$ cat config.mk
export PLATFORM = sky130hd
export DESIGN_NAME = rom_loader_top
export DESIGN_NICKNAME = d
export VERILOG_FILES = /design/src/source/load_pkg.sv /design/src/source/ines_pkg.sv /design/src/source/rom_loader_top.sv /design/src/source/reset_hold.sv /design/src/source/load_addr_gen.sv /design/src/source/ines_header.sv /design/src/source/load_ctrl.sv
export VERILOG_INCLUDE_DIRS = /design/src /design/src/source
export SDC_FILE = /design/constraint.sdc
export NUM_CORES = 1
export LEC_CHECK = 0
export ABC_AREA = 1
export BUFFER_PORTS_ARGS = -buffer_cell sky130_fd_sc_hd__buf_2
export CORE_MARGIN = 10
export CORE_UTILIZATION = 50
export DETAILED_ROUTE_END_ITERATION = 6
export PLACE_DENSITY_LB_ADDON = 0.15
export REMOVE_ABC_BUFFERS = 1
export SYNTH_ARGS = -nofsm -noshare
export SYNTH_HDL_FRONTEND = slang
export SYNTH_SLANG_ARGS = --single-unit
$ cat constraint.sdc
create_clock -name clk -period 5 [get_ports clk]
set_input_delay 1 -clock clk [delete_from_list [all_inputs] [get_ports clk]]
set_output_delay 1 -clock clk [all_outputs]
set_load 0.01 [all_outputs]
$ cat src/source/loader_consts.svh
/*
 * Loader constants: iNES header length, PRG and CHR page sizes,
 * CHR region base address and the reset hold time after a download
 */

`ifndef LOADER_CONSTS_SVH
`define LOADER_CONSTS_SVH

// iNES header, fixed length
`define INES_HDR_BYTES 16

// 16 KiB PRG pages
`define PRG_PAGE_SHIFT 14

// 8 KiB CHR pages
`define CHR_PAGE_SHIFT 13

// CHR bytes go to the upper half of the 4 MiB space
`define CHR_BASE_ADDR 22'h20_0000

// Core stays in reset this many cycles after download falls
`define LOAD_HOLD_CYCLES 255

`endif
$ cat src/source/load_pkg.sv
/*
 * Loader state machine encoding and memory side types
 */

package load_pkg;

	typedef enum logic [2:0] {
		ST_HEADER, // Collecting the 16 header bytes
		ST_PRG,    // Writing PRG ROM
		ST_CHR,    // Writing CHR ROM
		ST_DONE,
		ST_ERROR   // Bad magic or trainer present
	} load_state_t;

	// 22-bit cartridge memory address
	typedef logic [21:0] mem_addr_t;

	// Bytes still to be written in the current region
	typedef logic [21:0] byte_count_t;

	typedef logic [7:0] mem_data_t;

endpackage

$ cat src/source/ines_pkg.sv
/*
 * iNES header field types and the packed mapper flag word
 */

package ines_pkg;

	// One raw header byte
	typedef logic [7:0] ines_byte_t;

	// Page count from header byte 4 (PRG) or 5 (CHR)
	typedef logic [7:0] page_count_t;

	// Power-of-two size class, 0 = one page or less, 7 = above 64 pages
	typedef logic [2:0] size_code_t;

	typedef logic [7:0] mapper_num_t;

	// Flag word handed to the console core
	// 7:0 mapper, 10:8 PRG size, 13:11 CHR size, 14 mirroring,
	// 15 CHR-RAM, 16 four-screen, rest zero
	typedef logic [31:0] mapper_flags_t;

endpackage

$ cat src/source/rom_loader_top.sv
/*
 * Cartridge download front end: ties the hold logic, control FSM,
 * header decoder and address generator together, latches the flag word
 */

module rom_loader_top (
	input  logic                    clk,
	input  logic                    reset,
	input  logic                    download,
	input  logic                    byte_valid,
	input  ines_pkg::ines_byte_t    byte_data,
	input  logic                    invert_mirroring,
	output load_pkg::mem_addr_t     mem_addr,
	output load_pkg::mem_data_t     mem_data,
	output logic                    mem_write,
	output ines_pkg::mapper_flags_t mapper_flags,
	output logic                    done,
	output logic                    error,
	output logic                    core_reset
);
	import ines_pkg::*;
	import load_pkg::*;

	logic          loader_enable;
	logic          hold_active;
	load_state_t   state;
	logic [3:0]    hdr_index;
	logic          load_prg;
	logic          load_chr;
	logic          header_ok;
	logic          bytes_left_zero;
	page_count_t   prg_pages;
	page_count_t   chr_pages;
	mapper_flags_t hdr_flags; // Live decode, settles once the header is in
	logic          done_q;

	reset_hold i_reset_hold (
		.clk           (clk),
		.reset         (reset),
		.download      (download),
		.loader_enable (loader_enable),
		.hold_active   (hold_active)
	);

	load_ctrl i_load_ctrl (
		.clk             (clk),
		.reset           (reset),
		.loader_enable   (loader_enable),
		.byte_valid      (byte_valid),
		.header_ok       (header_ok),
		.bytes_left_zero (bytes_left_zero),
		.state           (state),
		.hdr_index       (hdr_index),
		.load_prg        (load_prg),
		.load_chr        (load_chr),
		.mem_write       (mem_write),
		.done            (done),
		.error           (error)
	);

	ines_header i_ines_header (
		.clk              (clk),
		.reset            (reset),
		.loader_enable    (loader_enable),
		.byte_valid       (byte_valid),
		.byte_data        (byte_data),
		.hdr_index        (hdr_index),
		.state            (state),
		.invert_mirroring (invert_mirroring),
		.header_ok        (header_ok),
		.prg_pages        (prg_pages),
		.chr_pages        (chr_pages),
		.mapper_flags     (hdr_flags)
	);

	load_addr_gen i_load_addr_gen (
		.clk             (clk),
		.reset           (reset),
		.loader_enable   (loader_enable),
		.load_prg        (load_prg),
		.load_chr        (load_chr),
		.prg_pages       (prg_pages),
		.chr_pages       (chr_pages),
		.mem_write       (mem_write),
		.mem_addr        (mem_addr),
		.bytes_left_zero (bytes_left_zero)
	);

	assign mem_data = byte_data; // Bytes go straight to memory

	always_ff @(posedge clk) begin
		if (reset)
			done_q <= 1'b0;
		else
			done_q <= done;
	end

	// Flag word is captured once per image on the rising edge of done
	always_ff @(posedge clk) begin
		if (done && !done_q)
			mapper_flags <= hdr_flags;
	end

	assign core_reset = hold_active || error;

endmodule

$ cat src/source/reset_hold.sv
/*
 * Power-on hold, post-download hold counter and loader enable
 */

`include "loader_consts.svh"

module reset_hold (
	input  logic clk,
	input  logic reset,
	input  logic download,
	output logic loader_enable,
	output logic hold_active
);
	localparam int HOLD_W = $clog2(`LOAD_HOLD_CYCLES + 1);

	logic              power_on; // Until the first download starts
	logic [HOLD_W-1:0] hold_cnt;

	always_ff @(posedge clk) begin
		if (reset)
			power_on <= 1'b1;
		else if (download)
			power_on <= 1'b0;
	end

	always_ff @(posedge clk) begin
		if (reset)
			hold_cnt <= '0;
		else if (download)
			hold_cnt <= HOLD_W'(`LOAD_HOLD_CYCLES);
		else if (hold_cnt != '0)
			hold_cnt <= hold_cnt - 1'b1; // First tick on the first low edge
	end

	assign loader_enable = download || (hold_cnt != '0);
	assign hold_active   = power_on || loader_enable;

endmodule

$ cat src/source/load_addr_gen.sv
/*
 * Remaining-byte counter and write address for the PRG and CHR regions
 */

`include "loader_consts.svh"

module load_addr_gen (
	input  logic                  clk,
	input  logic                  reset,
	input  logic                  loader_enable,
	input  logic                  load_prg,
	input  logic                  load_chr,
	input  ines_pkg::page_count_t prg_pages,
	input  ines_pkg::page_count_t chr_pages,
	input  logic                  mem_write,
	output load_pkg::mem_addr_t   mem_addr,
	output logic                  bytes_left_zero
);
	import ines_pkg::*;
	import load_pkg::*;

	byte_count_t bytes_left;

	always_ff @(posedge clk) begin
		if (reset || !loader_enable) begin
			bytes_left <= '0;
			mem_addr   <= '0;
		end else if (load_prg) begin
			bytes_left <= byte_count_t'(prg_pages) << `PRG_PAGE_SHIFT;
			mem_addr   <= '0; // PRG starts at the bottom
		end else if (load_chr) begin
			bytes_left <= byte_count_t'(chr_pages) << `CHR_PAGE_SHIFT;
			mem_addr   <= `CHR_BASE_ADDR;
		end else if (mem_write) begin
			bytes_left <= bytes_left - 22'd1;
			mem_addr   <= mem_addr + 22'd1;
		end
	end

	assign bytes_left_zero = (bytes_left == '0);

	// The controller must stop writing once the region is full
	a_no_underflow: assert property (@(posedge clk) disable iff (reset)
		mem_write |-> (bytes_left != '0));

endmodule

$ cat src/source/ines_header.sv
/*
 * iNES header store, magic and trainer check,
 * size class and dirty-header decode into the mapper flag word
 */

`include "loader_consts.svh"

module ines_header (
	input  logic                   clk,
	input  logic                   reset,
	input  logic                   loader_enable,
	input  logic                   byte_valid,
	input  ines_pkg::ines_byte_t   byte_data,
	input  logic [3:0]             hdr_index,
	input  load_pkg::load_state_t  state,
	input  logic                   invert_mirroring,
	output logic                   header_ok,
	output ines_pkg::page_count_t  prg_pages,
	output ines_pkg::page_count_t  chr_pages,
	output ines_pkg::mapper_flags_t mapper_flags
);
	import ines_pkg::*;
	import load_pkg::*;

	// Bytes 0..7 hold every field, 8..15 only matter as zero or not
	localparam int FIELD_BYTES = `INES_HDR_BYTES / 2;

	ines_byte_t  hdr [0:FIELD_BYTES-1];
	logic        hdr_strobe;
	logic        tail_nonzero; // Any of bytes 8..15 nonzero
	logic        is_nes20;
	logic        is_dirty;
	logic        chr_ram;
	size_code_t  prg_size;
	size_code_t  chr_size;
	mapper_num_t mapper;

	function automatic size_code_t size_code(input page_count_t pages);
		if (pages <= 8'd1)       return 3'd0;
		else if (pages <= 8'd2)  return 3'd1;
		else if (pages <= 8'd4)  return 3'd2;
		else if (pages <= 8'd8)  return 3'd3;
		else if (pages <= 8'd16) return 3'd4;
		else if (pages <= 8'd32) return 3'd5;
		else if (pages <= 8'd64) return 3'd6;
		else                     return 3'd7;
	endfunction

	assign hdr_strobe = loader_enable && byte_valid && (state == ST_HEADER);

	always_ff @(posedge clk) begin
		if (hdr_strobe && !hdr_index[3])
			hdr[hdr_index[2:0]] <= byte_data;
	end

	always_ff @(posedge clk) begin
		if (reset || !loader_enable) begin
			tail_nonzero <= 1'b0;
		end else if (hdr_strobe) begin
			if (hdr_index == 4'd0)
				tail_nonzero <= 1'b0; // Fresh header
			else if (hdr_index[3] && (byte_data != 8'h00))
				tail_nonzero <= 1'b1;
		end
	end

	// "NES" + EOF, and no trainer support
	assign header_ok = (hdr[0] == 8'h4E) && (hdr[1] == 8'h45) && (hdr[2] == 8'h53) &&
		(hdr[3] == 8'h1A) && !hdr[6][2];

	assign prg_pages = hdr[4];
	assign chr_pages = hdr[5];

	assign is_nes20 = (hdr[7][3:2] == 2'b10);
	assign is_dirty = !is_nes20 && tail_nonzero; // Junk text in old dumps
	assign chr_ram  = (chr_pages == 8'd0);
	assign prg_size = size_code(prg_pages);
	assign chr_size = size_code(chr_pages);
	assign mapper   = {is_dirty ? 4'h0 : hdr[7][7:4], hdr[6][7:4]};

	assign mapper_flags = {15'd0, hdr[6][3], chr_ram, hdr[6][0] ^ invert_mirroring,
		chr_size, prg_size, mapper};

endmodule

$ cat src/source/load_ctrl.sv
/*
 * Loader control FSM: counts header bytes, then sequences
 * PRG and CHR writes and ends in DONE or ERROR
 */

`include "loader_consts.svh"

module load_ctrl (
	input  logic                 clk,
	input  logic                 reset,
	input  logic                 loader_enable,
	input  logic                 byte_valid,
	input  logic                 header_ok,
	input  logic                 bytes_left_zero,
	output load_pkg::load_state_t state,
	output logic [3:0]           hdr_index,
	output logic                 load_prg,
	output logic                 load_chr,
	output logic                 mem_write,
	output logic                 done,
	output logic                 error
);
	import load_pkg::*;

	logic hdr_last;

	assign hdr_last = (hdr_index == 4'(`INES_HDR_BYTES - 1));

	// Counter and base address load on the edge that leaves HEADER
	assign load_prg = loader_enable && (state == ST_HEADER) && byte_valid && hdr_last &&
		header_ok;

	// Idle cycle after the last PRG byte
	assign load_chr = loader_enable && (state == ST_PRG) && bytes_left_zero;

	// Zero-latency write strobe, one per payload byte
	assign mem_write = byte_valid && !bytes_left_zero &&
		((state == ST_PRG) || (state == ST_CHR));

	always_ff @(posedge clk) begin
		if (reset) begin
			state     <= ST_HEADER;
			hdr_index <= '0;
			done      <= 1'b0;
			error     <= 1'b0;
		end else if (!loader_enable) begin
			// Back to idle, a header error stays visible
			state     <= ST_HEADER;
			hdr_index <= '0;
			done      <= error;
		end else begin
			case (state)
			ST_HEADER: begin
				if (byte_valid) begin
					hdr_index <= hdr_index + 4'd1; // Wraps to 0 on the last byte
					if (hdr_index == 4'd0) begin
						done  <= 1'b0; // New image starts
						error <= 1'b0;
					end
					if (hdr_last) begin
						if (header_ok) begin
							state <= ST_PRG;
						end else begin
							state <= ST_ERROR;
							done  <= 1'b1;
							error <= 1'b1;
						end
					end
				end
			end
			ST_PRG: begin
				if (bytes_left_zero)
					state <= ST_CHR;
			end
			ST_CHR: begin
				if (bytes_left_zero) begin
					state <= ST_DONE;
					done  <= 1'b1;
				end
			end
			ST_DONE, ST_ERROR: ; // Wait for the hold time to expire
			default: state <= ST_HEADER;
			endcase
		end
	end

	// A strobe the byte counter would accept only comes in a payload phase
	a_write_phase: assert property (@(posedge clk) disable iff (reset)
		(byte_valid && !bytes_left_zero) |-> (state == ST_PRG || state == ST_CHR));

	a_error_done: assert property (@(posedge clk) disable iff (reset)
		error |-> done);

endmodule

# Word level (Yosys, flattened, before mapping)
# Memory sizes are Yosys's and may differ from the RTL's.
# Cells that the tools add are included.
[word_totals]
ff_bits = 81
inputBits = 13
mem_bits_rw = 64
out_inout_bits = 66
word_cells = 151
memories = 1
[memory_table]
columns = ["name", "words", "word_bits", "read_ports", "rd_ports_with_merged_regs", "wr", "line_no", "source"]
rows = [
  ["i_ines_header.hdr", 8, 8, 8, 0, 1, "ines_header.sv:28", "ines_byte_t hdr [0:FIELD_BYTES-1];"],
]
[classes]
eq_ne = 17
n_lt_le_gt_ge = 14
n_reduce_logical = 52
bitwise_logic = 3
addsub = 4
mux = 39
[ops]
columns = ["operator", "count"]
rows = [
  ["22-bit 2-to-1 mux", 5],
  ["3-bit 2-to-1 mux", 9],
  ["8-bit by 7-bit equality test with 1-bit output (second input constant)", 3],
  ["22-bit by 1-bit adder with 22-bit output (second input constant)", 1],
  ["22-bit logical NOT", 1],
  ["22-bit by 1-bit subtractor with 22-bit output (second input constant)", 1],
  ["1-bit logical AND", 18],
  ["1-bit 2-to-1 mux", 17],
  ["8-bit by 1-bit less-or-equal comparator with 1-bit output (second input constant)", 2],
  ["8-bit by 2-bit less-or-equal comparator with 1-bit output (second input constant)", 2],
  ["8-bit by 3-bit less-or-equal comparator with 1-bit output (second input constant)", 2],
  ["8-bit by 4-bit less-or-equal comparator with 1-bit output (second input constant)", 2],
  ["8-bit by 5-bit less-or-equal comparator with 1-bit output (second input constant)", 2],
  ["8-bit by 6-bit less-or-equal comparator with 1-bit output (second input constant)", 2],
  ["8-bit by 7-bit less-or-equal comparator with 1-bit output (second input constant)", 2],
  ["8-bit 2-to-1 mux", 2],
  ["8-bit nonzero test", 2],
  ["3-bit one-hot mux with 4 select lines", 1],
  ["2-bit OR reduction", 5],
  ["3-bit inequality test (second input constant)", 3],
  ["8-bit by 5-bit equality test with 1-bit output (second input constant)", 1],
  ["8-bit logical NOT", 1],
  ["2-bit 2-to-1 mux", 4],
  ["4-bit OR reduction", 2],
  ["other kinds (22)", 39],
]

# Depth between registers and ports, before layout
# An unclocked memory read counts as a cell.
[depth]
depth_word = 11
ltp_mapped = 13
ltp_nobuf = 13

# By module
# Synthesis repeated with hierarchy kept, for this count alone.
[hier_totals]
hier_cells = 819
hier_area_um2 = 7295.7
[modules_own_cells]
columns = ["module", "instances", "seq_area_each_um2", "area_each_um2", "cells_per_inst"]
rows = [
  ["ines_header", 1, 1851.8, 2618.8, 216],
  ["load_addr_gen", 1, 880.8, 2468.6, 391],
  ["rom_loader_top", 1, 980.9, 1063.5, 47],
  ["load_ctrl", 1, 180.2, 588.1, 89],
  ["reset_hold", 1, 180.2, 556.8, 76],
]

# Worst setup path after synthesis
# OpenSTA, ideal clock, no wires.
[synth_path]
path_kind = "in2out"
start = "input port download"
end = "output port core_reset"
slack_ps = 2364
path_buffers = 0
arrival_ps = 1636
stages = 4
required_time_ps = 4000
cell_sequence = "inv_1 > nand2_4 > inv_1 > nand3_1"
[synth_via]
elab_chain_cells = 3
[synth_rtl]
columns = ["element", "line_no", "source"]
rows = [
  ["start, declared", "rom_loader_top.sv:9", "input logic download,"],
  ["1-bit logical OR", "reset_hold.sv:35", "assign loader_enable = download || (hold_cnt != '0);"],
  ["1-bit logical OR", "reset_hold.sv:36", "assign hold_active = power_on || loader_enable;"],
  ["1-bit logical OR", "rom_loader_top.sv:104", "assign core_reset = hold_active || error;"],
  ["end, declared", "rom_loader_top.sv:19", "output logic core_reset"],
]
# No other way between the ends.

# Final worst setup path
[layout_path]
start = "register i_load_addr_gen.bytes_left[0]"
end = "output port mem_write"
[layout_via]
elab_chain_cells = 4
[layout_rtl]
columns = ["element", "line_no", "source"]
rows = [
  ["start, declared", "load_addr_gen.sv:22", "byte_count_t bytes_left;"],
  ["start signal, assigned", "load_addr_gen.sv:29", "bytes_left <= byte_count_t'(prg_pages) << `PRG_PAGE_SHIFT;"],
  ["start signal, assigned", "load_addr_gen.sv:32", "bytes_left <= byte_count_t'(chr_pages) << `CHR_PAGE_SHIFT;"],
  ["start signal, assigned", "load_addr_gen.sv:35", "bytes_left <= bytes_left - 22'd1;"],
  ["22-bit logical NOT", "load_addr_gen.sv:40", "assign bytes_left_zero = (bytes_left == '0);"],
  ["1-bit logical NOT", "load_ctrl.sv:37", "assign mem_write = byte_valid && !bytes_left_zero &&"],
  ["1-bit logical AND (2 in series)", "load_ctrl.sv:37", ""],
  ["end, declared", "rom_loader_top.sv:15", "output logic mem_write,"],
]
# No other way between the ends.

==> flow_summary.json <==
{
  "outcome": "completed",
  "synth.largest_area_cell": "edfxtp_1",
  "timing_worst_slew_pin_value_ns": 1.08,
  "placed_cells_incl_taps": 1062,
  "ctsResizeCount": 0,
  "drt_first_pass_iters": 6,
  "vias_per_cell": 5.13,
  "syn_area_per_cell_um2": 8.63,
  "reg2reg_setup_slack_ns": 2.48,
  "mapped_area_um2": 7210,
  "clock-sinks": 142,
  "busiest_metal_layer_after_global_routing": "met2",
  "grt_pass1_vias": 5334,
  "detailedPlace.worstSlack_ns": 1.85,
  "fmaxAchievable_mhz": 311,
  "ys_warns": 0,
  "crit_arrival_ns": 2.21,
  "setup_viol": 0,
  "startpoint_kind_of_the_worst_setup_timing_path": "flop",
  "post-cts-setup-buffer-count": 0,
  "drt-wirelength-per-cell_um": 14.5,
  "die_x_um": 140,
  "max_cap_viol_count": 0,
  "synth_top_cells_by_area": "edfxtp_1 (32%), dfxtp_1 (18%), nand2_1 (8.8%)",
  "finalCriticalPeriod_ns": 3.21,
  "ys_types": 43,
  "cts_root_buf": "clkbuf_16",
  "postSynth.topFlopCell": "edfxtp_1",
  "drt_drc_violations_left": 0,
  "ys_ff_latch": 142,
  "timing.rr.start": "i_reset_hold.hold_cnt[0]",
  "cts.hold.buffers_added": 0,
  "grt_first_pass_wirelength_um": 25900,
  "power.ir.vdd_worst_uv": 470,
  "timing.setup.tns_ns": 0,
  "tritoncts.num_buffers": 17,
  "worst_r2r_path_depth": 9,
  "postSynthCellCount": 836,
  "min_period_over_period": 0.643,
  "grt_setup_unrepaired": "no",
  "grt.met3_usage": 0.0453,
  "worstHoldPathType": "reg2reg",
  "area_growth_pct": 13.3,
  "asyncSetResetFlopFracSynth": 0,
  "clock_latency_at_the_later_pin_of_the_worst_skew_pair_ns": 0.43,
  "number_of_antenna_violations_at_the_first_check_in_global_routing": 0,
  "worst_ep_required_time_ns": 4.00,
  "pwr_density_cell_nw_per_um2": 355,
  "htree_levels": 4,
  "totalPowerFinal_mw": 2.90,
  "crit-reg2reg-capture": "i_ines_header.hdr[3][2]",
  "ioPinCount": 79,
  "grt_start_max_net_pins": 29,
  "critPathLaunch": "i_load_addr_gen.bytes_left[0]",
  "cp_max_fo": 28,
  "route.antenna.remaining_nets": 0,
  "gp_routability_congestion": 0.872,
  "clock_skew_ns": 0.00922,
  "die-area_um2": 19600,
  "via_count": 5612,
  "initial_drt_markers": 378,
  "finish.net_count": 920,
  "ys_seq_area_frac": 0.502,
  "placement.io_buffers": 63,
  "timing.final.hold_violations": 0,
  "antennaDiodeCount": 0,
  "ctsLongestPathBuffers": 2,
  "synth_top_cell_area_share": 0.325,
  "placeableCoreArea_um2": 14000,
  "worstSetupPathType": "reg2out",
  "rows": 43,
  "commonest_non_fill_non_tap_cells_in_the_layout": "nand2_1 (169), inv_1 (120), nor2_1 (117)",
  "post_detailed_routing_wire_length_um": 15900,
  "tritoncts": "built",
  "dp_hpwl_um": 11600,
  "path_clk_slew_ns": 0.07,
  "final.setup.worst_slack_ns": 1.79,
  "grtUsageMet1": 0.199,
  "slew-limit-headroom": 0.275,
  "cp-endpoint": "mem_write",
  "drive_gt1_frac": 0.170,
  "report.final.slew_viol_count": 0,
  "most_common_cell_after_layout_fill_and_taps_aside": "nand2_1",
  "global_route.usage.met2": 0.266,
  "synth_edf_count": 78,
  "endpoint_kind": "primary output",
  "globalRouteOverflowTotal": 0,
  "power.static_leakage_nw": 3.59,
  "gr-usage-all-layers": 0.160,
  "die_h_um": 140,
  "initial_core_util": 0.516,
  "layout.cells.non_filler": 1094
}
==> Yosys cell counts (all sizes together) (3+ instances only) <==
master	count
xnor2	3
nor2	143
nor4	6
a31oi	8
dfxtp	64
nand3	58
nand4	15
edfxtp	78
a21oi	43
nor3	21
o21ai	26
buf	30
nand2	179
xor2	18
ha	6
inv	127
==> per-stage QoR <==
stage	utilization	hold slack, ns	instance area [um2]
after global placement	0.540	0.418	7560
final	0.584	0.425	8170
after global routing	0.584	0.442	8170
after floorplan	-	0.400	7010
after CTS	0.584	0.428	8170
after detailed placement	0.540	0.412	7560
==> flip-flops by register name, indices dropped and copies added, names as in the netlist <==
name / count
i_load_addr_gen.bytes_left: 22
i_load_ctrl.hdr_index: 4
i_load_addr_gen.mem_addr: 22
i_reset_hold.power_on: 1
done_q: 1
i_load_ctrl.error: 1
i_load_ctrl.state: 3
i_reset_hold.hold_cnt: 8
i_ines_header.tail_nonzero: 1
i_ines_header.hdr: 61
mapper_flags: 17
i_load_ctrl.done: 1
==> metal layers <==
| layer | routed length, um | share of wire |
|---|---|---|
| met3 | 804 | 0.051 |
| met2 | 7680 | 0.48 |
| met1 | 7190 | 0.45 |
| met4 | 234 | 0.015 |
| met5 | 0 | 0 |
==> kinds of logic after synthesis <==
logic type,after synthesis,share of synthesized area
AOI/OAI and AO/OA,83,0.0689
other,1,0.000520
and+or+nand+nor,424,0.289
xor gates and xnor gates,21,0.0255
buffers and inverters,159,0.104
adders and majority gates,6,0.0104
DFF,142,0.502
==> critical path, cell delays in order (launching register included) <==
cell	delay, ns
dfxtp_1	0.35
inv_1	0.13
ha_1	0.26
nand2_2	0.12
nor2_4	0.19
nand3_4	0.19
nand2_8	0.25
inv_8	0.13
buf_2	0.16
==> area by class of cell <==
type | instances | area (um2)
multi-input cells | 549 | 2890
clock buffers | 17 | 425
clock inverters | 15 | 190
well taps | 180 | 225
fillers | 1238 | 5820
inverters | 127 | 492
flip-flops and latches | 142 | 3620
repair buffers | 64 | 323
==> worst min-delay path by stage <==
| stage | startpoint | endpoint | cells past startpoint |
|---|---|---|---|
| floorplan | i_ines_header.hdr[6][4] | mapper_flags[0] | 0 |
| global placement | i_ines_header.hdr[6][4] | mapper_flags[0] | 0 |
| detailed placement | i_ines_header.hdr[6][3] | mapper_flags[16] | 0 |
| CTS | i_ines_header.hdr[6][3] | mapper_flags[16] | 0 |
| global route | i_ines_header.hdr[6][7] | mapper_flags[3] | 0 |
| finish | i_ines_header.hdr[6][3] | mapper_flags[16] | 0 |
==> power breakdown <==
group / switching, mW / internal [mW] / total (mW)
logic: 0.197 / 0.0807 / 0.278
clock network: 0.571 / 0.723 / 1.29
registers: 0.0297 / 1.30 / 1.33
Power figures use the tool's default switching activity.
